--- src/include/lsu_cfg.svh ---
//////////////////////////////
// LSU configuration
// Data width, data memory depth
// and memory read latency
//////////////////////////////
`ifndef LSU_CFG_SVH
`define LSU_CFG_SVH

// Data and address width
`define XLEN 32

// Data memory depth in 32-bit words
`define DMEM_WORDS 256

// Cycles from read address accepted to rd_valid, at least 1
`define DMEM_RD_LAT 2

`endif

--- src/source/lsu_pkg.sv ---
//////////////////////////////
// LSU package
// Operation, access width, core bus
// size and response encodings
//////////////////////////////
package lsu_pkg;

  // Memory operation from execute stage
  typedef enum logic [1:0] {
    NO_LSU,
    LSU_LOAD,
    LSU_STORE
  } lsu_op_t;

  // Access width as decoded from funct3
  typedef enum logic [2:0] {
    RV_LSU_B,
    RV_LSU_H,
    RV_LSU_W,
    RV_LSU_BU,
    RV_LSU_HU
  } lsu_w_t;

  // Transfer size on the core bus
  typedef enum logic [1:0] {
    CB_BYTE,
    CB_HALF_WORD,
    CB_WORD
  } cb_size_t;

  // Slave response
  typedef enum logic [1:0] {
    CB_OKAY,
    CB_SLVERR
  } cb_resp_t;

endpackage

--- src/source/load_align.sv ---
//////////////////////////////
// Load aligner
// Shifts the read word by the byte
// offset, then sign or zero extends
//////////////////////////////
`timescale 1ns/1ps
`include "lsu_cfg.svh"

module load_align (
  input  logic [`XLEN-1:0]  rdata_i,
  input  lsu_pkg::lsu_w_t   width_i,
  input  logic [1:0]        offset_i,
  output logic [`XLEN-1:0]  data_o
);
  logic [`XLEN-1:0] shifted;

  // Selected lane moves down to bit 0
  assign shifted = rdata_i >> {offset_i, 3'b000};

  always_comb begin
    case (width_i)
      lsu_pkg::RV_LSU_B: begin
        data_o = {{(`XLEN-8){shifted[7]}}, shifted[7:0]};
      end
      lsu_pkg::RV_LSU_H: begin
        data_o = {{(`XLEN-16){shifted[15]}}, shifted[15:0]};
      end
      lsu_pkg::RV_LSU_BU: begin
        data_o = {{(`XLEN-8){1'b0}}, shifted[7:0]};
      end
      lsu_pkg::RV_LSU_HU: begin
        data_o = {{(`XLEN-16){1'b0}}, shifted[15:0]};
      end
      // Full word, offset is zero for aligned words
      default: begin
        data_o = shifted;
      end
    endcase
  end

endmodule

--- config.mk ---
export PLATFORM = sky130hd
export DESIGN_NAME = load_align
export DESIGN_NICKNAME = d
export VERILOG_FILES = /design/src/source/lsu_pkg.sv /design/src/source/load_align.sv
export VERILOG_INCLUDE_DIRS = /design/src /design/src/include
export SDC_FILE = /design/constraint.sdc
export NUM_CORES = 1
export LEC_CHECK = 0
export ABC_AREA = 1
export BUFFER_PORTS_ARGS = -buffer_cell sky130_fd_sc_hd__buf_4
export CORE_ASPECT_RATIO = 0.5
export CORE_MARGIN = 2
export CORE_UTILIZATION = 35
export DETAILED_ROUTE_END_ITERATION = 6
export PLACE_DENSITY = 0.78
export SYNTH_ARGS = -nofsm -noshare
export SYNTH_HDL_FRONTEND = slang
export SYNTH_SLANG_ARGS = --single-unit
--- constraint.sdc ---
create_clock -name vclk -period 1.72
set_input_delay 0.258 -clock vclk [all_inputs]
set_output_delay 0.258 -clock vclk [all_outputs]
set_load 0.01 [all_outputs]
==> flow_results.xml <==
<?xml version="1.0" encoding="UTF-8"?>
<metrics>
  <group name="outcome">
    <metric name="run_status" unit="">finished clean</metric>
  </group>
  <group name="layout">
    <metric name="finalNetCount" unit="">283</metric>
    <metric name="multiInputGateArea" unit="µm²">746</metric>
    <metric name="num_antenna_cells" unit="">0</metric>
    <metric name="synthToLayoutAreaGrowth" unit="%">50.1</metric>
    <metric name="layout.sequential_cells" unit="">0</metric>
    <metric name="fill_cells" unit="">280</metric>
    <metric name="post_route_cells_drive_above_1_share" unit="%">38.5</metric>
    <metric name="stdcell_area" unit="µm²">1410</metric>
    <metric name="sequential_cell_area" unit="µm²">0</metric>
    <metric name="clock_buffers" unit="">0</metric>
  </group>
  <group name="floorplanning">
    <metric name="placement_rows" unit="">13</metric>
    <metric name="core" unit="µm²">2570</metric>
    <metric name="boundaryPins" unit="">69</metric>
    <metric name="initial_utilization" unit="%">36.7</metric>
    <metric name="floorplan.die_area" unit="µm²">3150</metric>
    <metric name="die_w" unit="µm">77.4</metric>
    <metric name="dieHeight" unit="µm">40.7</metric>
  </group>
  <group name="synthesis">
    <metric name="synth_seq_area_share" unit="%">0</metric>
    <metric name="post-synth-top-area-cell" unit="">nand2_1</metric>
    <metric name="synthTopCellsByArea" unit="">nand2_1 36%, nand3_2 16%, a21oi_1 7.4%</metric>
    <metric name="syn-mean-instance-area" unit="µm²">5.12</metric>
    <metric name="post_synth_instance_area" unit="µm²">942</metric>
    <metric name="synthDistinctLibCells" unit="">21</metric>
    <metric name="synth.yosys.warnings" unit="">0</metric>
    <metric name="yosysMostFrequentCell" unit="">nand2_1</metric>
    <metric name="syn_nets" unit="">221</metric>
    <metric name="post-synth-top-area-fraction" unit="%">36.3</metric>
    <metric name="synth_commonest_cells" unit="">91 x nand2_1, 15 x nand3_2, 14 x a21oi_1</metric>
    <metric name="syn_inst" unit="">184</metric>
  </group>
  <group name="timing">
    <metric name="max_clock_freq" unit="GHz">0.641</metric>
    <metric name="finalSetupTns" unit="ps">0</metric>
    <metric name="max_slew.worst_pin.slew" unit="ps">532</metric>
    <metric name="drv_slew" unit="">0</metric>
    <metric name="setup-violations-final" unit="">0</metric>
    <metric name="period_needed" unit="ps">1560</metric>
    <metric name="layout_worst_path_cycle_share" unit="%">90.7</metric>
    <metric name="grt_setup_unrepaired" unit="">false</metric>
    <metric name="hold_fails_final_rpt" unit="">0</metric>
    <metric name="relSlewSlack" unit="%">64.4</metric>
  </group>
  <group name="drt">
    <metric name="vias" unit="">1313</metric>
    <metric name="routed_wl" unit="µm">2990</metric>
    <metric name="wire_per_inst" unit="µm">10.6</metric>
    <metric name="drc" unit="">0</metric>
    <metric name="post_drt_via_cell_ratio" unit="">4.67</metric>
    <metric name="drtAntennaViolNets" unit="">0</metric>
    <metric name="detail_route.first_pass.iterations" unit="">4</metric>
    <metric name="drtIter0Drc" unit="">64</metric>
  </group>
  <group name="setup_path">
    <metric name="crit_arrival" unit="ps">1300</metric>
    <metric name="crit_path_start" unit="">offset_i[0]</metric>
    <metric name="endpoint_kind" unit="">output pin</metric>
    <metric name="worstPathRequired" unit="ps">1460</metric>
    <metric name="critPathCapture" unit="">data_o[16]</metric>
    <metric name="cp_max_fo" unit="">24</metric>
    <metric name="path_class" unit="">primary input to output pin</metric>
    <metric name="crit_path_start_kind" unit="">primary input</metric>
  </group>
  <group name="grt">
    <metric name="grt_peak_use_layer" unit="">met2</metric>
    <metric name="antenna_found_initial" unit="">0</metric>
    <metric name="grtUsageMet2" unit="%">36.5</metric>
    <metric name="track_usage" unit="%">18.4</metric>
    <metric name="grt_start_max_net_pins" unit="">25</metric>
    <metric name="grt_remaining_overflow" unit="">0</metric>
    <metric name="groute.layer.met1.usage" unit="%">24.4</metric>
    <metric name="grt_pass1_wl" unit="µm">4770</metric>
    <metric name="number_of_global_route_vias_before_repair" unit="">1089</metric>
    <metric name="met3_usage" unit="%">1.32</metric>
  </group>
  <group name="power_and_ir_drop">
    <metric name="internal_power" unit="µW">212</metric>
    <metric name="cellLeakagePower" unit="µW">0.000941</metric>
    <metric name="p_per_area" unit="nW/µm²">303</metric>
    <metric name="power_frac_comb" unit="%">100.0</metric>
    <metric name="power.sequential.fraction" unit="%">0</metric>
    <metric name="irDropWorstVdd" unit="µV">132</metric>
    <metric name="switching_share" unit="%">50.5</metric>
    <metric name="total_switching_power" unit="µW">216</metric>
    <metric name="power.share.clock" unit="%">0</metric>
  </group>
  <group name="placed_design">
    <metric name="place_congestion" unit="">0.839</metric>
    <metric name="place_hpwl" unit="µm">2320</metric>
    <metric name="dpl-instance-area" unit="µm²">1410</metric>
    <metric name="number_of_buffers_added_on_ports" unit="">69</metric>
  </group>
  <group name="job">
    <metric name="max_cap_viol_count" unit="">0</metric>
  </group>
  <group name="clocking">
    <metric name="postCtsResizedCells" unit="">0</metric>
    <metric name="post_cts_hold_buffer_count" unit="">0</metric>
    <metric name="cts_setup_buffers" unit="">0</metric>
  </group>
  <group name="worst_hold_path">
    <metric name="hold_class" unit="">primary input to output pin</metric>
  </group>
</metrics>
==> critical path, stage by stage <==
cell	delay (ps)
buf_4	170
inv_6	160
nand2_1	80
nand3_2	70
nand2_2	70
nand2_4	200
nand3_1	120
buf_4	160
==> kinds of logic (layout without fill, tap and decap cells) <==
kind of cell	Yosys count	in the layout	synth area share, %
buf+inv	28	88	20.8
simple gates	134	134	67.5
compound gates	22	22	11.7
==> routing by layer <==
layer  vias to the layer above  routed length (µm)
met5                         -                   0
met1                       580                1320
met3                         0                 140
met4                         0                   0
met2                        33                1530
li1                        700                   -
==> layout make-up <==
class / instances / area share (%)
inverters: 15 / 4.34
repair buffers: 73 / 39.6
well taps: 37 / 3.27
multi-input cells: 156 / 52.7
==> through the flow <==
| stage | worst slack [ps] | power, µW | utilization, % | hold slack, ps | cells |
|---|---|---|---|---|---|
| floorplan | 465 | 240 | - | 644 | 184 |
| global placement | 180 | 427 | 55.0 | 861 | 281 |
| detailed placement | 151 | 430 | 55.0 | 859 | 281 |
| CTS | 147 | 432 | 55.0 | 860 | 281 |
| global route | 16.8 | 476 | 55.0 | 875 | 281 |
| finish | 160 | 429 | 55.0 | 860 | 281 |
==> power by group through the flow <==
stage          Clock, µW  Sequential, µW  Combinational, µW
2_1_floorplan          0               0                240
3_5_place_dp           0               0                430
6_report               0               0                429
4_1_cts                0               0                432
3_3_place_gp           0               0                427
5_1_grt                0               0                476
==> how the worst min path moves through the flow <==
stage           endpoint  slack [ps]  startpoint  depth (start not counted)
6_report       data_o[3]         860  rdata_i[3]                          4
5_1_grt        data_o[3]         880  rdata_i[3]                          4
4_1_cts        data_o[4]         860  rdata_i[4]                          4
3_5_place_dp   data_o[4]         860  rdata_i[4]                          4
3_3_place_gp   data_o[3]         860  rdata_i[3]                          4
2_1_floorplan  data_o[0]         640  rdata_i[0]                          2
==> cells in the final DEF (no fill, tap or decap), drive strengths merged <==
cell type	synthesis	layout
nand3	28	28
and2	1	1
nor2	12	12
a21oi	14	14
buf	12	73
nand2	93	93
inv	15	15
o21ai	8	8
(Power assumes the default switching activity.)
