`src/include/lsu_cfg.svh`:
```
//////////////////////////////
// LSU configuration
// Data width, data memory depth
// and memory read latency
//////////////////////////////
`ifndef LSU_CFG_SVH
`define LSU_CFG_SVH

// Data and address width
`define XLEN 32

// Data memory depth in 32-bit words
`define DMEM_WORDS 256

// Cycles from read address accepted to rd_valid, at least 1
`define DMEM_RD_LAT 2

`endif

```
`src/source/lsu_pkg.sv`:
```
//////////////////////////////
// LSU package
// Operation, access width, core bus
// size and response encodings
//////////////////////////////
package lsu_pkg;

  // Memory operation from execute stage
  typedef enum logic [1:0] {
    NO_LSU,
    LSU_LOAD,
    LSU_STORE
  } lsu_op_t;

  // Access width as decoded from funct3
  typedef enum logic [2:0] {
    RV_LSU_B,
    RV_LSU_H,
    RV_LSU_W,
    RV_LSU_BU,
    RV_LSU_HU
  } lsu_w_t;

  // Transfer size on the core bus
  typedef enum logic [1:0] {
    CB_BYTE,
    CB_HALF_WORD,
    CB_WORD
  } cb_size_t;

  // Slave response
  typedef enum logic [1:0] {
    CB_OKAY,
    CB_SLVERR
  } cb_resp_t;

endpackage

```
`src/source/lsu.sv`:
```
//////////////////////////////
// Load/store unit
// Address phase on the core bus, then
// data phase with byte-lane store data
// and strobes, or read data capture.
// Raises back-pressure to execute stage
//////////////////////////////
`timescale 1ns/1ps
`include "lsu_cfg.svh"

module lsu (
  input  logic                   clk,
  input  logic                   arst_n_i,
  // Execute stage
  input  lsu_pkg::lsu_op_t       op_typ_i,
  input  lsu_pkg::lsu_w_t        width_i,
  input  logic [`XLEN-1:0]       addr_i,
  input  logic [`XLEN-1:0]       wdata_i,
  // Core bus read channels
  output logic [`XLEN-1:0]       rd_addr_o,
  output lsu_pkg::cb_size_t      rd_size_o,
  output logic                   rd_addr_valid_o,
  input  logic                   rd_addr_ready_i,
  input  logic [`XLEN-1:0]       rd_data_i,
  input  lsu_pkg::cb_resp_t      rd_resp_i,
  input  logic                   rd_valid_i,
  output logic                   rd_ready_o,
  // Core bus write channels
  output logic [`XLEN-1:0]       wr_addr_o,
  output lsu_pkg::cb_size_t      wr_size_o,
  output logic                   wr_addr_valid_o,
  input  logic                   wr_addr_ready_i,
  output logic [`XLEN-1:0]       wr_data_o,
  output logic [`XLEN/8-1:0]     wr_strobe_o,
  output logic                   wr_data_valid_o,
  input  logic                   wr_data_ready_i,
  input  logic                   wr_resp_valid_i,
  input  lsu_pkg::cb_resp_t      wr_resp_error_i,
  output logic                   wr_resp_ready_o,
  // Stall and write-back
  output logic                   lsu_bp_o,
  output logic                   wb_valid_o,
  output lsu_pkg::lsu_op_t       wb_op_o,
  output lsu_pkg::lsu_w_t        wb_width_o,
  output logic [1:0]             wb_offset_o,
  output logic [`XLEN-1:0]       rdata_o,
  output logic                   txn_error_o
);
  lsu_pkg::lsu_op_t  op_ff, next_op;
  lsu_pkg::lsu_w_t   width_ff;
  logic [1:0]        offset_ff;
  logic [`XLEN-1:0]  wdata_ff;
  logic [`XLEN-1:0]  lane_data;
  logic              wr_resp_ff, next_wresp;
  logic              new_txn, rd_txn, wr_txn;
  logic              dp_load, dp_store;
  logic              bp_addr, bp_data, bp_wr_resp, dp_stall;

  function automatic lsu_pkg::cb_size_t size_txn(lsu_pkg::lsu_w_t w);
    case (w)
      lsu_pkg::RV_LSU_B, lsu_pkg::RV_LSU_BU: return lsu_pkg::CB_BYTE;
      lsu_pkg::RV_LSU_H, lsu_pkg::RV_LSU_HU: return lsu_pkg::CB_HALF_WORD;
      default:                               return lsu_pkg::CB_WORD;
    endcase
  endfunction

  // Base mask by width, moved up to the byte offset
  function automatic logic [`XLEN/8-1:0] mask_strobe(lsu_pkg::lsu_w_t w, logic [1:0] ofs);
    logic [`XLEN/8-1:0] mask;
    case (w)
      lsu_pkg::RV_LSU_B, lsu_pkg::RV_LSU_BU: mask = 4'b0001;
      lsu_pkg::RV_LSU_H, lsu_pkg::RV_LSU_HU: mask = 4'b0011;
      default:                               mask = 4'b1111;
    endcase
    return mask << ofs;
  endfunction

  always_comb begin
    new_txn  = (op_typ_i != lsu_pkg::NO_LSU);
    rd_txn   = (op_typ_i == lsu_pkg::LSU_LOAD);
    wr_txn   = (op_typ_i == lsu_pkg::LSU_STORE);
    dp_load  = (op_ff == lsu_pkg::LSU_LOAD);
    dp_store = (op_ff == lsu_pkg::LSU_STORE);

    // Back-pressure per channel
    bp_addr    = new_txn && (rd_txn ? ~rd_addr_ready_i : ~wr_addr_ready_i);
    bp_data    = dp_store ? (~wr_resp_ff && ~wr_data_ready_i) : (dp_load && ~rd_valid_i);
    // A store holds the stage until its response returns
    bp_wr_resp = dp_store && ~(wr_resp_ff && wr_resp_valid_i);
    dp_stall   = bp_data || bp_wr_resp;
    lsu_bp_o   = bp_addr || dp_stall;

    next_wresp = wr_resp_ff ? ~wr_resp_valid_i : (dp_store && wr_data_ready_i);
  end

  // Address phase, word aligned
  assign rd_addr_o       = {addr_i[`XLEN-1:2], 2'b00};
  assign wr_addr_o       = {addr_i[`XLEN-1:2], 2'b00};
  assign rd_size_o       = size_txn(width_i);
  assign wr_size_o       = size_txn(width_i);
  assign rd_addr_valid_o = rd_txn && ~dp_stall;
  assign wr_addr_valid_o = wr_txn && ~dp_stall;
  assign rd_ready_o      = 1'b1;
  assign wr_resp_ready_o = 1'b1;

  // Data phase, store data placed on its byte lanes
  always_comb begin
    lane_data   = wdata_ff << {offset_ff, 3'b000};
    wr_strobe_o = mask_strobe(width_ff, offset_ff);
    for (int i = 0; i < `XLEN/8; i++) begin
      if (!wr_strobe_o[i]) begin
        lane_data[i*8 +: 8] = 8'h00;
      end
    end
  end

  assign wr_data_o       = lane_data;
  assign wr_data_valid_o = dp_store && ~wr_resp_ff;

  // Write-back
  assign wb_valid_o  = dp_load ? rd_valid_i : (dp_store && wr_resp_ff && wr_resp_valid_i);
  assign txn_error_o = wb_valid_o && (dp_load ? (rd_resp_i != lsu_pkg::CB_OKAY) :
                                                (wr_resp_error_i != lsu_pkg::CB_OKAY));
  assign wb_op_o     = op_ff;
  assign wb_width_o  = width_ff;
  assign wb_offset_o = offset_ff;
  assign rdata_o     = rd_data_i;

  // Retire a finished data phase even when the next op is held off
  always_comb begin
    next_op = op_ff;
    if (!lsu_bp_o) begin
      next_op = op_typ_i;
    end else if (wb_valid_o) begin
      next_op = lsu_pkg::NO_LSU;
    end
  end

  always_ff @(posedge clk or negedge arst_n_i) begin
    if (!arst_n_i) begin
      op_ff      <= lsu_pkg::NO_LSU;
      wr_resp_ff <= 1'b0;
    end else begin
      op_ff      <= next_op;
      wr_resp_ff <= next_wresp;
    end
  end

  always_ff @(posedge clk) begin
    if (!lsu_bp_o) begin
      width_ff  <= width_i;
      offset_ff <= addr_i[1:0];
      wdata_ff  <= wdata_i;
    end
  end

endmodule

```
`config.mk`:
```
export PLATFORM = sky130hd
export DESIGN_NAME = lsu
export DESIGN_NICKNAME = d
export VERILOG_FILES = /design/src/source/lsu_pkg.sv /design/src/source/lsu.sv
export VERILOG_INCLUDE_DIRS = /design/src /design/src/include
export SDC_FILE = /design/constraint.sdc
export NUM_CORES = 1
export LEC_CHECK = 0
export BUFFER_PORTS_ARGS = -buffer_cell sky130_fd_sc_hd__buf_2
export CORE_ASPECT_RATIO = 1.75
export CORE_MARGIN = 8
export CORE_UTILIZATION = 34
export DETAILED_ROUTE_END_ITERATION = 12
export GPL_TIMING_DRIVEN = 0
export PLACE_DENSITY_LB_ADDON = 0.15
export SLEW_MARGIN = 20
export SYNTH_ARGS = -nofsm -noshare
export SYNTH_HDL_FRONTEND = slang
export SYNTH_SLANG_ARGS = --single-unit
```
`constraint.sdc`:
```
create_clock -name clk -period 2 [get_ports clk]
set_input_delay 0.3 -clock clk [delete_from_list [all_inputs] [get_ports clk]]
set_output_delay 0.3 -clock clk [all_outputs]
set_load 0.05 [all_outputs]
```
==> metrics.cfg, run 1 <==
[status]
outcome = finished with violations
failed_checks = negative setup slack

[cells_and_area]
multi_input_area_mm2 = 0.001079
final_cell_area_mm2 = 0.004572
synthToLayoutAreaGrowth_pct = 61.47
layout_cells_sized_above_1_pct = 75.46
ff_latch_area_mm2 = 0.001189
fillers = 747
final_net_count = 596

[logic_synthesis]
synthCells = 275
ys.flop_type = edfxtp_1
netlist_area_pre_place_mm2 = 0.002831
yosys_warnings = 0
ys_types = 32
postSynthAreaPerCell_um2 = 10.30
synth_enable_flop_cells = 37
synthMostInstantiatedCell = buf_4
async_flop_share_pct = 7.500
post-synth-top-area-cell = edfxtp_1
yosysTopAreaCellShare_pct = 39.24
synth.top_cells.by_count = buf_4, edfxtp_1, nor2_1
yosysSeqAreaShare_pct = 41.89
biggest_area_contributors_in_the_synthesized_netlist = edfxtp_1, buf_4, mux2i_1, nor2_1, a211oi_2
postSynthRegisterBits = 40

[power_and_ir_drop]
worst_ir_drop_vdd_v = 0.0006046
clockPowerShare_pct = 11.3
power.share.combinational_pct = 67.6
power-per-cell-area_mw_per_mm2 = 1472
switching_part_of_the_total_pct = 52.58
power.internal_mw = 3.190
cellLeakagePower_nw = 2.237
p_total_mw = 6.728
sw_pwr_mw = 3.537
power.sequential.fraction_pct = 21.2

[global_routing]
grt_pass1_wl_um = 16100
grt_pass1_vias = 2920
grt_antenna_before_repair = 2
grt_remaining_overflow = 0
grt_util_all_layers_pct = 18.27
grt_start_max_net_pins = 21

[timing]
fmax_mhz = 472.7
timing.final.crit_share_pct = 105.8
fin_skew_ps = 3.360
hold_viol_final = 0
max_slew.worst_pin.slew_ps = 702.6
fin_hold_ws_ps = 192.3
relSlewSlack_pct = 53.16
fin_setup_tns_ps = -1480
grt_setup_unrepaired = true
finalWorstSetupSlack_ps = -115.4
timing.final.crit_period_ps = 2115
report.final.setup_viol = 26
max_slew_vio_count = 0

[detailed_routing]
routed_vias = 2582
antenna_violating_nets_post_route = 0
drc_errors = 0
routed_wl_um = 11280
drt-vias-per-instance = 4.459
wire_per_inst_um = 19.48
violation_count_after_the_first_detailed_routing_iteration = 61
drt_pre_antenna_iters = 4

[critical_path]
cp.buffers_inverters = 2
rr_endpoint = wdata_ff[22]$_DFFE_PN_
cell_by_cell_listing_of_the_critical_path = nor2b_2, a211oi_1, or2_1, buf_12, a211oi_4, buf_6
cp-end-kind = output port
timing.critical_path.arrival_ps = 1820
worst_path_largest_cell_delay_ps = 430
critical_path.slowest_cell = edfxtp_1
crit-reg2reg-launch = wb_op_o[1]$_DFFE_PN0P_
timing.critical_path.fanout_max = 9
path_delay_family = simple AND/OR/NAND/NOR gates
cp_data_required_time_ps = 1700
rr_worst_depth = 3
critPathKind = flip-flop to output port
register_to_register_setup_slack_ps = 380
worstSetupStartpointType = flip-flop

[placement]
post-place-ws_ps = -427.0
port_buffers = 194
hpwl_um = 9633
postPlaceCellArea_mm2 = 0.004155
globalplace.congestion = 0.7722

[die]
dieArea_mm2 = 0.01162
chipHeight_um = 136.7
row_count = 44
top_level_ports = 263
initial_utilization_pct = 34.52
coreArea_mm2 = 0.008203
die_w_um = 84.99

[min_path]
hp-start = wdata_i[9]
timing.hold.worst_path_depth = 1
timing.hold.worst.class = primary input to flip-flop
min_delay_worst_endpoint = wdata_ff[9]$_DFFE_PN_

[clocking]
clockRootBuffer = clkbuf_16
worst_setup_hold_path_clk_slew_ps = 60
tritoncts_num_sinks = 40
h-tree-depth = 2
clk-insertion-delay-late_ps = 280
cts_max_path_buffers = 2
cts_inserted_buffers = 5
clock_tree_from_tritoncts = built

[run]
timing.max_cap.violations = 0

[power groups by stage]
stage | sequential (mW) | clock [mW] | combinational, mW
after floorplan | 1.54 | 0 | 3.11
after global placement | 1.41 | 0 | 4.08
after detailed placement | 1.42 | 0 | 4.09
after CTS | 1.42 | 0.771 | 4.41
after global routing | 1.46 | 0.790 | 4.76
final | 1.42 | 0.757 | 4.55
[metal layers]
metal | vias to the layer above | part of all wire (%) | track usage [%]
met4 | 0 | 2.9 | 8.076
met1 | 1165 | 33 | 16.59
met3 | 20 | 10 | 7.396
met2 | 164 | 54 | 34.41
met5 | - | 0 | 0
li1 | 1233 | - | -
[cell usage in the layout (no fill, tap or decap), drive strengths merged, types with 3 or more instances in the layout]
cell type  instances
a21oi              8
nor3               4
nor2b             12
inv                7
buf              298
a211oi            17
clkbuf            15
nor2              30
dfrtp              3
conb               6
and2               9
edfxtp            37
nand2              3
mux2i             17
[registers in the layout (all words and copies together) (netlist names)]
register,flops
wb_offset_o,2
wb_op_o,2
wb_width_o,3
wdata_ff,32
wr_resp_ff,1
[worst max path at each step]
| stage | start | end | slack, ps | cells after the start |
|---|---|---|---|---|
| after CTS | wb_width_o[0]$_DFFE_PN_ | wr_data_o[8] | -120 | 6 |
| final | wb_width_o[0]$_DFFE_PN_ | wr_data_o[30] | -120 | 6 |
| after floorplan | wb_op_o[1]$_DFFE_PN0P_ | lsu_bp_o | -320 | 4 |
| after global routing | wb_width_o[0]$_DFFE_PN_ | wr_data_o[30] | -190 | 6 |
| after detailed placement | wb_op_o[0]$_DFFE_PN0P_ | lsu_bp_o | -430 | 5 |
| after global placement | wb_op_o[0]$_DFFE_PN0P_ | lsu_bp_o | -370 | 5 |
[through the flow]
stage,std cells,util [%]
after detailed placement,565,50.66
after floorplan,279,-
after global routing,579,55.74
after global placement,565,50.66
final,579,55.74
after CTS,576,54.16
[kinds of logic after synthesis]
| group | count (synthesis) | share of synthesized area (%) |
|---|---|---|
| other | 2 | 0.2652 |
| xor gates and xnor gates | 1 | 0.3094 |
| buffers and inverters | 119 | 30.40 |
| DFF | 40 | 41.89 |
| and+or+nand+nor | 63 | 11.22 |
| muxes | 18 | 6.407 |
| AOI/OAI and AO/OA | 32 | 9.501 |
[cell type report]
cell class | count | share of cell area (%)
repair buffers | 196 | 24.90
flip-flops and latches | 40 | 26.00
clock inverters | 1 | 0.1095
inverters | 8 | 0.7389
multi-input cells | 122 | 23.59
clock buffers | 7 | 2.901
diodes | 2 | 0.1095
plain buffers | 111 | 19.13
well taps | 92 | 2.518
[timing repair]
action	4_1_cts	5_1_grt
hold endpoints to repair	3	0
gates cloned	2	0
pin swaps	2	2
setup buffers	0	1
setup endpoints to repair	65	51
hold buffers	1	0
resized for setup	39	43
Note: power is estimated with default switching activity, not from simulation.
==> run 2, diff against run 1 <==
--- a/config.mk
+++ b/config.mk
@@ -7,10 +7,9 @@
 export NUM_CORES = 1
 export LEC_CHECK = 0
 export BUFFER_PORTS_ARGS = -buffer_cell sky130_fd_sc_hd__buf_2
-export CORE_ASPECT_RATIO = 1.75
-export CORE_MARGIN = 8
-export CORE_UTILIZATION = 34
+export CORE_AREA = 2 2 101 103
 export DETAILED_ROUTE_END_ITERATION = 12
+export DIE_AREA = 0 0 103 105
 export GPL_TIMING_DRIVEN = 0
 export PLACE_DENSITY_LB_ADDON = 0.15
 export SLEW_MARGIN = 20
==> constraint.sdc (replaced) <==
create_clock -name clk -period 2.3 [get_ports clk]
set_input_delay 0.345 -clock clk [delete_from_list [all_inputs] [get_ports clk]]
set_output_delay 0.345 -clock clk [all_outputs]
set_load 0.05 [all_outputs]
==> run 2 against run 1 <==
  * The flow now finishes without violations
  * Critical path type unchanged
  * Cell area fell by 6.9%
  * Utilization down 12 points
  * Clock-buffer cell count down 2
==> metrics.cfg, run 2 (synthesis gave the netlist of run 1 again) <==
[status]
outcome = finished clean

[power_and_ir_drop]
worst_ir_drop_vdd_v = 0.0006145
p_total_mw = 5.150
switching_part_of_the_total_pct = 56.27
cellLeakagePower_nw = 2.156
sw_pwr_mw = 2.898
power.share.combinational_pct = 68.1
power-per-cell-area_mw_per_mm2 = 1210
power.sequential.fraction_pct = 23.3
power.internal_mw = 2.252
clockPowerShare_pct = 8.6

[cells_and_area]
num_antenna_cells = 0
synthToLayoutAreaGrowth_pct = 50.33
final_net_count = 595
largest_register = wdata_ff
layout_cells_sized_above_1_pct = 71.22
stdcell_count = 616
final_cell_area_mm2 = 0.004257
largest_register_ff_count = 32
mostFrequentLayoutCells = buf_2, buf_4, edfxtp_1, nor2_2, mux2i_1
mostFrequentLayoutCell = buf_2

[die]
coreArea_mm2 = 0.009639
top_level_ports = 263
die_w_um = 103
initial_utilization_pct = 29.37
dieArea_mm2 = 0.01082
row_count = 36
chipHeight_um = 105

[clocking]
clockRootBuffer = clkbuf_8
worst_setup_hold_path_clk_slew_ps = 80
clk-insertion-delay-late_ps = 290
cts_inserted_buffers = 5
tritoncts_num_sinks = 40
cts_max_path_buffers = 2
h-tree-depth = 2
clock_tree_from_tritoncts = built

[global_routing]
grt_remaining_overflow = 0
grt_start_max_net_pins = 21
grt_antenna_before_repair = 0
grt_pass1_wl_um = 11780
grt_util_all_layers_pct = 14.67
grt_pass1_vias = 2269

[critical_path]
rr_endpoint = wdata_ff[31]$_DFFE_PN_
rr_worst_depth = 3
critPathKind = flip-flop to output port
cp_data_required_time_ps = 1960
timing.critical_path.arrival_ps = 1900
register_to_register_setup_slack_ps = 300
cp-end-kind = output port
crit-reg2reg-launch = wb_op_o[1]$_DFFE_PN0P_
timing.critical_path.fanout_max = 10
worstSetupStartpointType = flip-flop

[min_path]
timing.hold.worst.class = primary input to flip-flop
timing.hold.worst_path_depth = 1
hp-start = wdata_i[20]
min_delay_worst_endpoint = wdata_ff[20]$_DFFE_PN_

[detailed_routing]
violation_count_after_the_first_detailed_routing_iteration = 60
drc_errors = 0
drt_pre_antenna_iters = 4
drt-vias-per-instance = 4.068
routed_vias = 2506
antenna_violating_nets_post_route = 0
wire_per_inst_um = 14.52
routed_wl_um = 8945

[run]
timing.max_cap.violations = 0

[timing]
relSlewSlack_pct = 28.60
grt_setup_unrepaired = true
fin_hold_ws_ps = 225.2
timing.final.crit_share_pct = 97.43
report.final.setup_viol = 0
fmax_mhz = 446.2
fin_skew_ps = 6.272
max_slew_vio_count = 0
hold_viol_final = 0
max_slew.worst_pin.slew_ps = 1070
timing.final.crit_period_ps = 2241
finalWorstSetupSlack_ps = 59.05

[placement]
dp_cells = 606
port_buffers = 194
post-place-ws_ps = -33.59
postPlaceCellArea_mm2 = 0.004101
hpwl_um = 6837
globalplace.congestion = 0.7331

## run 2: cell count changes in the layout (fill, tap and decap cells not counted), moves of 4 or more
cell and change:
buf_2 +25, buf_6 -18, nor2_2 +15, nor2_4 -14, and2_1 +8, and2_2 -8
buf_4 -6, clkbuf_16 -5, clkbuf_8 +5, mux2i_1 +5, mux2i_2 -4
## run 2: through the flow
step           utilization [%]  setup TNS [ps]
2_1_floorplan                -          -229.4
3_3_place_gp             42.55               0
3_5_place_dp             42.55          -33.59
4_1_cts                  43.63               0
5_1_grt                  44.16          -340.5
6_report                 44.16               0
## run 2: critical path: stages, from the launching register on
cell      delay [ps]
edfxtp_1         360
buf_4            180
buf_2            310
mux2i_1          210
a211oi_4         260
buf_2            290
## run 2: timing repair
action                     in CTS  in global routing
hold buffers                    1                  0
hold endpoints to repair        3                  0
setup endpoints to repair       9                 28
resized for setup               3                 16
buffers inserted                0                  0
cloned                          1                  1
pin swaps                       1                  1
## run 2: area by class of cell
class | count | area [um2]
fill | 1007 | 5383
sequential | 40 | 1186
timing repair buffer | 195 | 1010
multi-input combinational | 122 | 942.2
buffer | 111 | 840.8
tap | 133 | 166.4
clock buffer | 5 | 68.82
inverter | 8 | 30.03
clock inverter | 2 | 12.51
## run 2: worst max-delay path by stage
stage | start | to | cells after the start
4_1_cts | wb_offset_o[0]$_DFFE_PN_ | wr_data_o[16] | 6
3_5_place_dp | wb_op_o[1]$_DFFE_PN0P_ | lsu_bp_o | 5
3_3_place_gp | wb_op_o[1]$_DFFE_PN0P_ | lsu_bp_o | 5
6_report | wb_offset_o[0]$_DFFE_PN_ | wr_data_o[30] | 5
5_1_grt | wb_offset_o[0]$_DFFE_PN_ | wr_data_o[29] | 6
2_1_floorplan | wb_op_o[1]$_DFFE_PN0P_ | lsu_bp_o | 4
## run 2: power by group through the flow
stage	sequential (mW)	clock (mW)	combinational [mW]
3_5_place_dp	1.22	0	3.41
6_report	1.20	0.442	3.51
3_3_place_gp	1.22	0	3.39
5_1_grt	1.23	0.488	3.69
2_1_floorplan	1.33	0	2.56
4_1_cts	1.20	0.463	3.45
## run 2: metal layers
metal / share of wire (%) / global-route usage [%] / vias up
met3: 8.3 / 2.809 / 11
met2: 57 / 29.17 / 133
li1: - / - / 1228
met5: 0 / 0 / -
met4: 1.8 / 4.699 / 0
met1: 33 / 14.64 / 1134
==> run 3, diff against run 2 <==
--- a/config.mk
+++ b/config.mk
@@ -6,10 +6,13 @@
 export SDC_FILE = /design/constraint.sdc
 export NUM_CORES = 1
 export LEC_CHECK = 0
+export ABC_AREA = 1
 export BUFFER_PORTS_ARGS = -buffer_cell sky130_fd_sc_hd__buf_2
-export CORE_AREA = 2 2 101 103
+export CAP_MARGIN = 20
+export CORE_AREA = 2 2 102 104
+export CTS_CLUSTER_SIZE = 12
 export DETAILED_ROUTE_END_ITERATION = 12
-export DIE_AREA = 0 0 103 105
+export DIE_AREA = 0 0 104 106
 export GPL_TIMING_DRIVEN = 0
 export PLACE_DENSITY_LB_ADDON = 0.15
 export SLEW_MARGIN = 20
==> run 3 against run 2 <==
  * Setup slack better by 75 ps
  * Synthesized cell count rose by 29%
  * Fmax is 3.5% higher
  * Total power is 7.1% lower
  * Final cell count rose by 13%
  * Clock skew is 2.5 ps higher
  * First-iteration DRC count rose by 130%
  * Area after synthesis rose by 1.9%
  * Critical endpoint is now wr_data_o[14]
  * Largest power group unchanged
  * Highest routed layer unchanged
==> metrics.cfg, run 3 <==
[min_path]
timing.hold.worst_path_depth = 1
timing.hold.worst.class = primary input to flip-flop

[logic_synthesis]
ys.flop_type = edfxtp_1
synth.top_cells.by_count = buf_4, nand2_1, edfxtp_1, nor2_1, inv_1
synthMostInstantiatedCell = buf_4
biggest_area_contributors_in_the_synthesized_netlist = edfxtp_1, buf_4, nand2_1, nor2_1, inv_1
yosys_warnings = 0
async_flop_share_pct = 7.500
netlist_area_pre_place_mm2 = 0.002884
yosysTopAreaCellShare_pct = 38.52
post-synth-top-area-cell = edfxtp_1
yosysSeqAreaShare_pct = 41.13
synth_enable_flop_cells = 37
postSynthRegisterBits = 40
ys_types = 24
postSynthAreaPerCell_um2 = 8.101
synthCells = 356

[die]
initial_utilization_pct = 28.84
dieArea_mm2 = 0.01102
chipHeight_um = 106
row_count = 37
top_level_ports = 263
coreArea_mm2 = 0.01000
die_w_um = 104

[detailed_routing]
routed_wl_um = 9369
drt-vias-per-instance = 4.132
antenna_violating_nets_post_route = 0
wire_per_inst_um = 13.40
drt_pre_antenna_iters = 4
violation_count_after_the_first_detailed_routing_iteration = 135
routed_vias = 2888
drc_errors = 0

[power_and_ir_drop]
switching_part_of_the_total_pct = 57.66
power.sequential.fraction_pct = 24.5
clockPowerShare_pct = 9.6
power-per-cell-area_mw_per_mm2 = 1138
sw_pwr_mw = 2.760
worst_ir_drop_vdd_v = 0.0005833
power.share.combinational_pct = 65.9
power.internal_mw = 2.027
cellLeakagePower_nw = 2.326

[clocking]
clk-insertion-delay-late_ps = 290
postCtsSetupBuffers = 0
tritoncts_num_sinks = 40
worst_setup_hold_path_clk_slew_ps = 90
cts_inserted_buffers = 5
cts_max_path_buffers = 2
clock_tree_from_tritoncts = built
h-tree-depth = 2
clockRootBuffer = clkbuf_8

[timing]
fin_hold_ws_ps = 218.4
timing.final.crit_period_ps = 2166
max_slew_vio_count = 0
report.final.setup_viol = 0
timing.final.crit_share_pct = 94.16
max_slew.worst_pin.slew_ps = 561.6
fin_setup_tns_ps = 0
grt_setup_unrepaired = false
fmax_mhz = 461.7
fin_skew_ps = 8.771
hold_viol_final = 0
finalWorstSetupSlack_ps = 134.3
relSlewSlack_pct = 62.56

[cells_and_area]
mostFrequentLayoutCells = buf_2, buf_4, nand2_1, edfxtp_1, nor2_1
mostFrequentLayoutCell = buf_2
stdcell_count = 699
largest_register = wdata_ff
final_cell_area_mm2 = 0.004204
layout_cells_sized_above_1_pct = 58.08
num_antenna_cells = 0
largest_register_ff_count = 32
synthToLayoutAreaGrowth_pct = 45.77
final_net_count = 675

[critical_path]
timing.critical_path.arrival_ps = 1820
rr_worst_depth = 6
critPathKind = flip-flop to output port
timing.critical_path.fanout_max = 10
critPathCapture = wr_data_o[14]
crit-reg2reg-launch = wb_op_o[1]$_DFFE_PN0P_
rr_endpoint = wdata_ff[20]$_DFFE_PN_
cp-end-kind = output port
worstSetupStartpointType = flip-flop
setup.worst_path.start = wb_offset_o[1]$_DFFE_PN_
cp_data_required_time_ps = 1960
register_to_register_setup_slack_ps = 620

[global_routing]
grt_util_all_layers_pct = 15.99
grt_util_met1_pct = 17.04
grt_most_used_layer = met2
grt_start_max_net_pins = 40
grt_remaining_overflow = 0
grtUsageMet3_pct = 4.782
grt_pass1_wl_um = 13800
grt_pass1_vias = 2625
grt_antenna_before_repair = 0
global_route.usage.met2_pct = 30.97

[run]
timing.max_cap.violations = 0

[placement]
port_buffers = 194
post-place-ws_ps = 261.0
dp_cells = 690
postPlaceCellArea_mm2 = 0.004078
globalplace.congestion = 0.7888
hpwl_um = 7555

[status]
outcome = finished clean

[run 3: cell count changes in the layout (fill, tap and decap cells not counted), moves of 9 or more]
cell,before,now
mux2i_1,17,0
inv_1,8,22
nand3_1,0,15
o21ai_0,2,11
nor2_2,18,4
a211oi_1,9,0
nor2_1,10,32
nand2_1,3,85
and2_1,9,0
nor2b_1,12,0
[run 3: final cells by class]
| type | count | area (um2) |
|---|---|---|
| multi-input combinational | 187 | 840.8 |
| tap | 136 | 170.2 |
| clock buffer | 5 | 68.82 |
| inverter | 24 | 90.09 |
| clock inverter | 2 | 12.51 |
| sequential | 40 | 1186 |
| buffer | 109 | 822.0 |
| timing repair buffer | 196 | 1013 |
| fill | 1072 | 5796 |
[run 3: worst min path at each step]
stage | startpoint | to | slack, ps
floorplan | arst_n_i | wb_op_o[0]$_DFFE_PN0P_ | 50
global placement | arst_n_i | wr_resp_ff$_DFF_PN0_ | 150
detailed placement | arst_n_i | wr_resp_ff$_DFF_PN0_ | 150
CTS | wdata_i[28] | wdata_ff[28]$_DFFE_PN_ | 210
global route | wdata_i[5] | wdata_ff[5]$_DFFE_PN_ | 200
finish | wdata_i[28] | wdata_ff[28]$_DFFE_PN_ | 220
[run 3: timing repair]
action	4_1_cts	5_1_grt
hold endpoints to repair	3	0
resized for setup	0	7
hold buffers	1	0
endpoints found under the setup margin	0	12
[run 3: kinds of logic (layout without fill, tap and decap cells)]
| kind of cell | after synthesis | count (layout) | synth area share (%) |
|---|---|---|---|
| compound gates | 28 | 28 | 5.119 |
| xor+xnor | 1 | 1 | 0.3037 |
| buf+inv | 133 | 336 | 31.54 |
| flops | 40 | 40 | 41.13 |
| other cells | 2 | 6 | 0.2604 |
| simple gates | 152 | 152 | 21.65 |
[run 3: metrics by stage]
| step | power, mW | utilization [%] |
|---|---|---|
| after global routing | 5.066 | 42.04 |
| after global placement | 4.310 | 40.78 |
| after floorplan | 3.573 | - |
| final | 4.786 | 42.04 |
| after CTS | 4.792 | 41.69 |
| after detailed placement | 4.319 | 40.78 |
[run 3: power groups by stage]
| stage | combinational, mW | sequential, mW | clock [mW] |
|---|---|---|---|
| after floorplan | 2.27 | 1.30 | 0 |
| final | 3.15 | 1.17 | 0.458 |
| after detailed placement | 3.13 | 1.19 | 0 |
| after global routing | 3.37 | 1.20 | 0.498 |
| after CTS | 3.13 | 1.18 | 0.478 |
| after global placement | 3.12 | 1.19 | 0 |
[run 3: per-layer routing]
layer / vias up / wire, um
li1: 1429 / -
met3: 4 / 868
met1: 1311 / 3294
met4: 0 / 72
met2: 144 / 5133
met5: - / 0
[run 3: critical path, cell delays in order, from the launching register on]
cell	delay [ps]
edfxtp_1	480
inv_2	190
clkbuf_4	250
nand2_2	180
nor2_1	140
buf_2	280
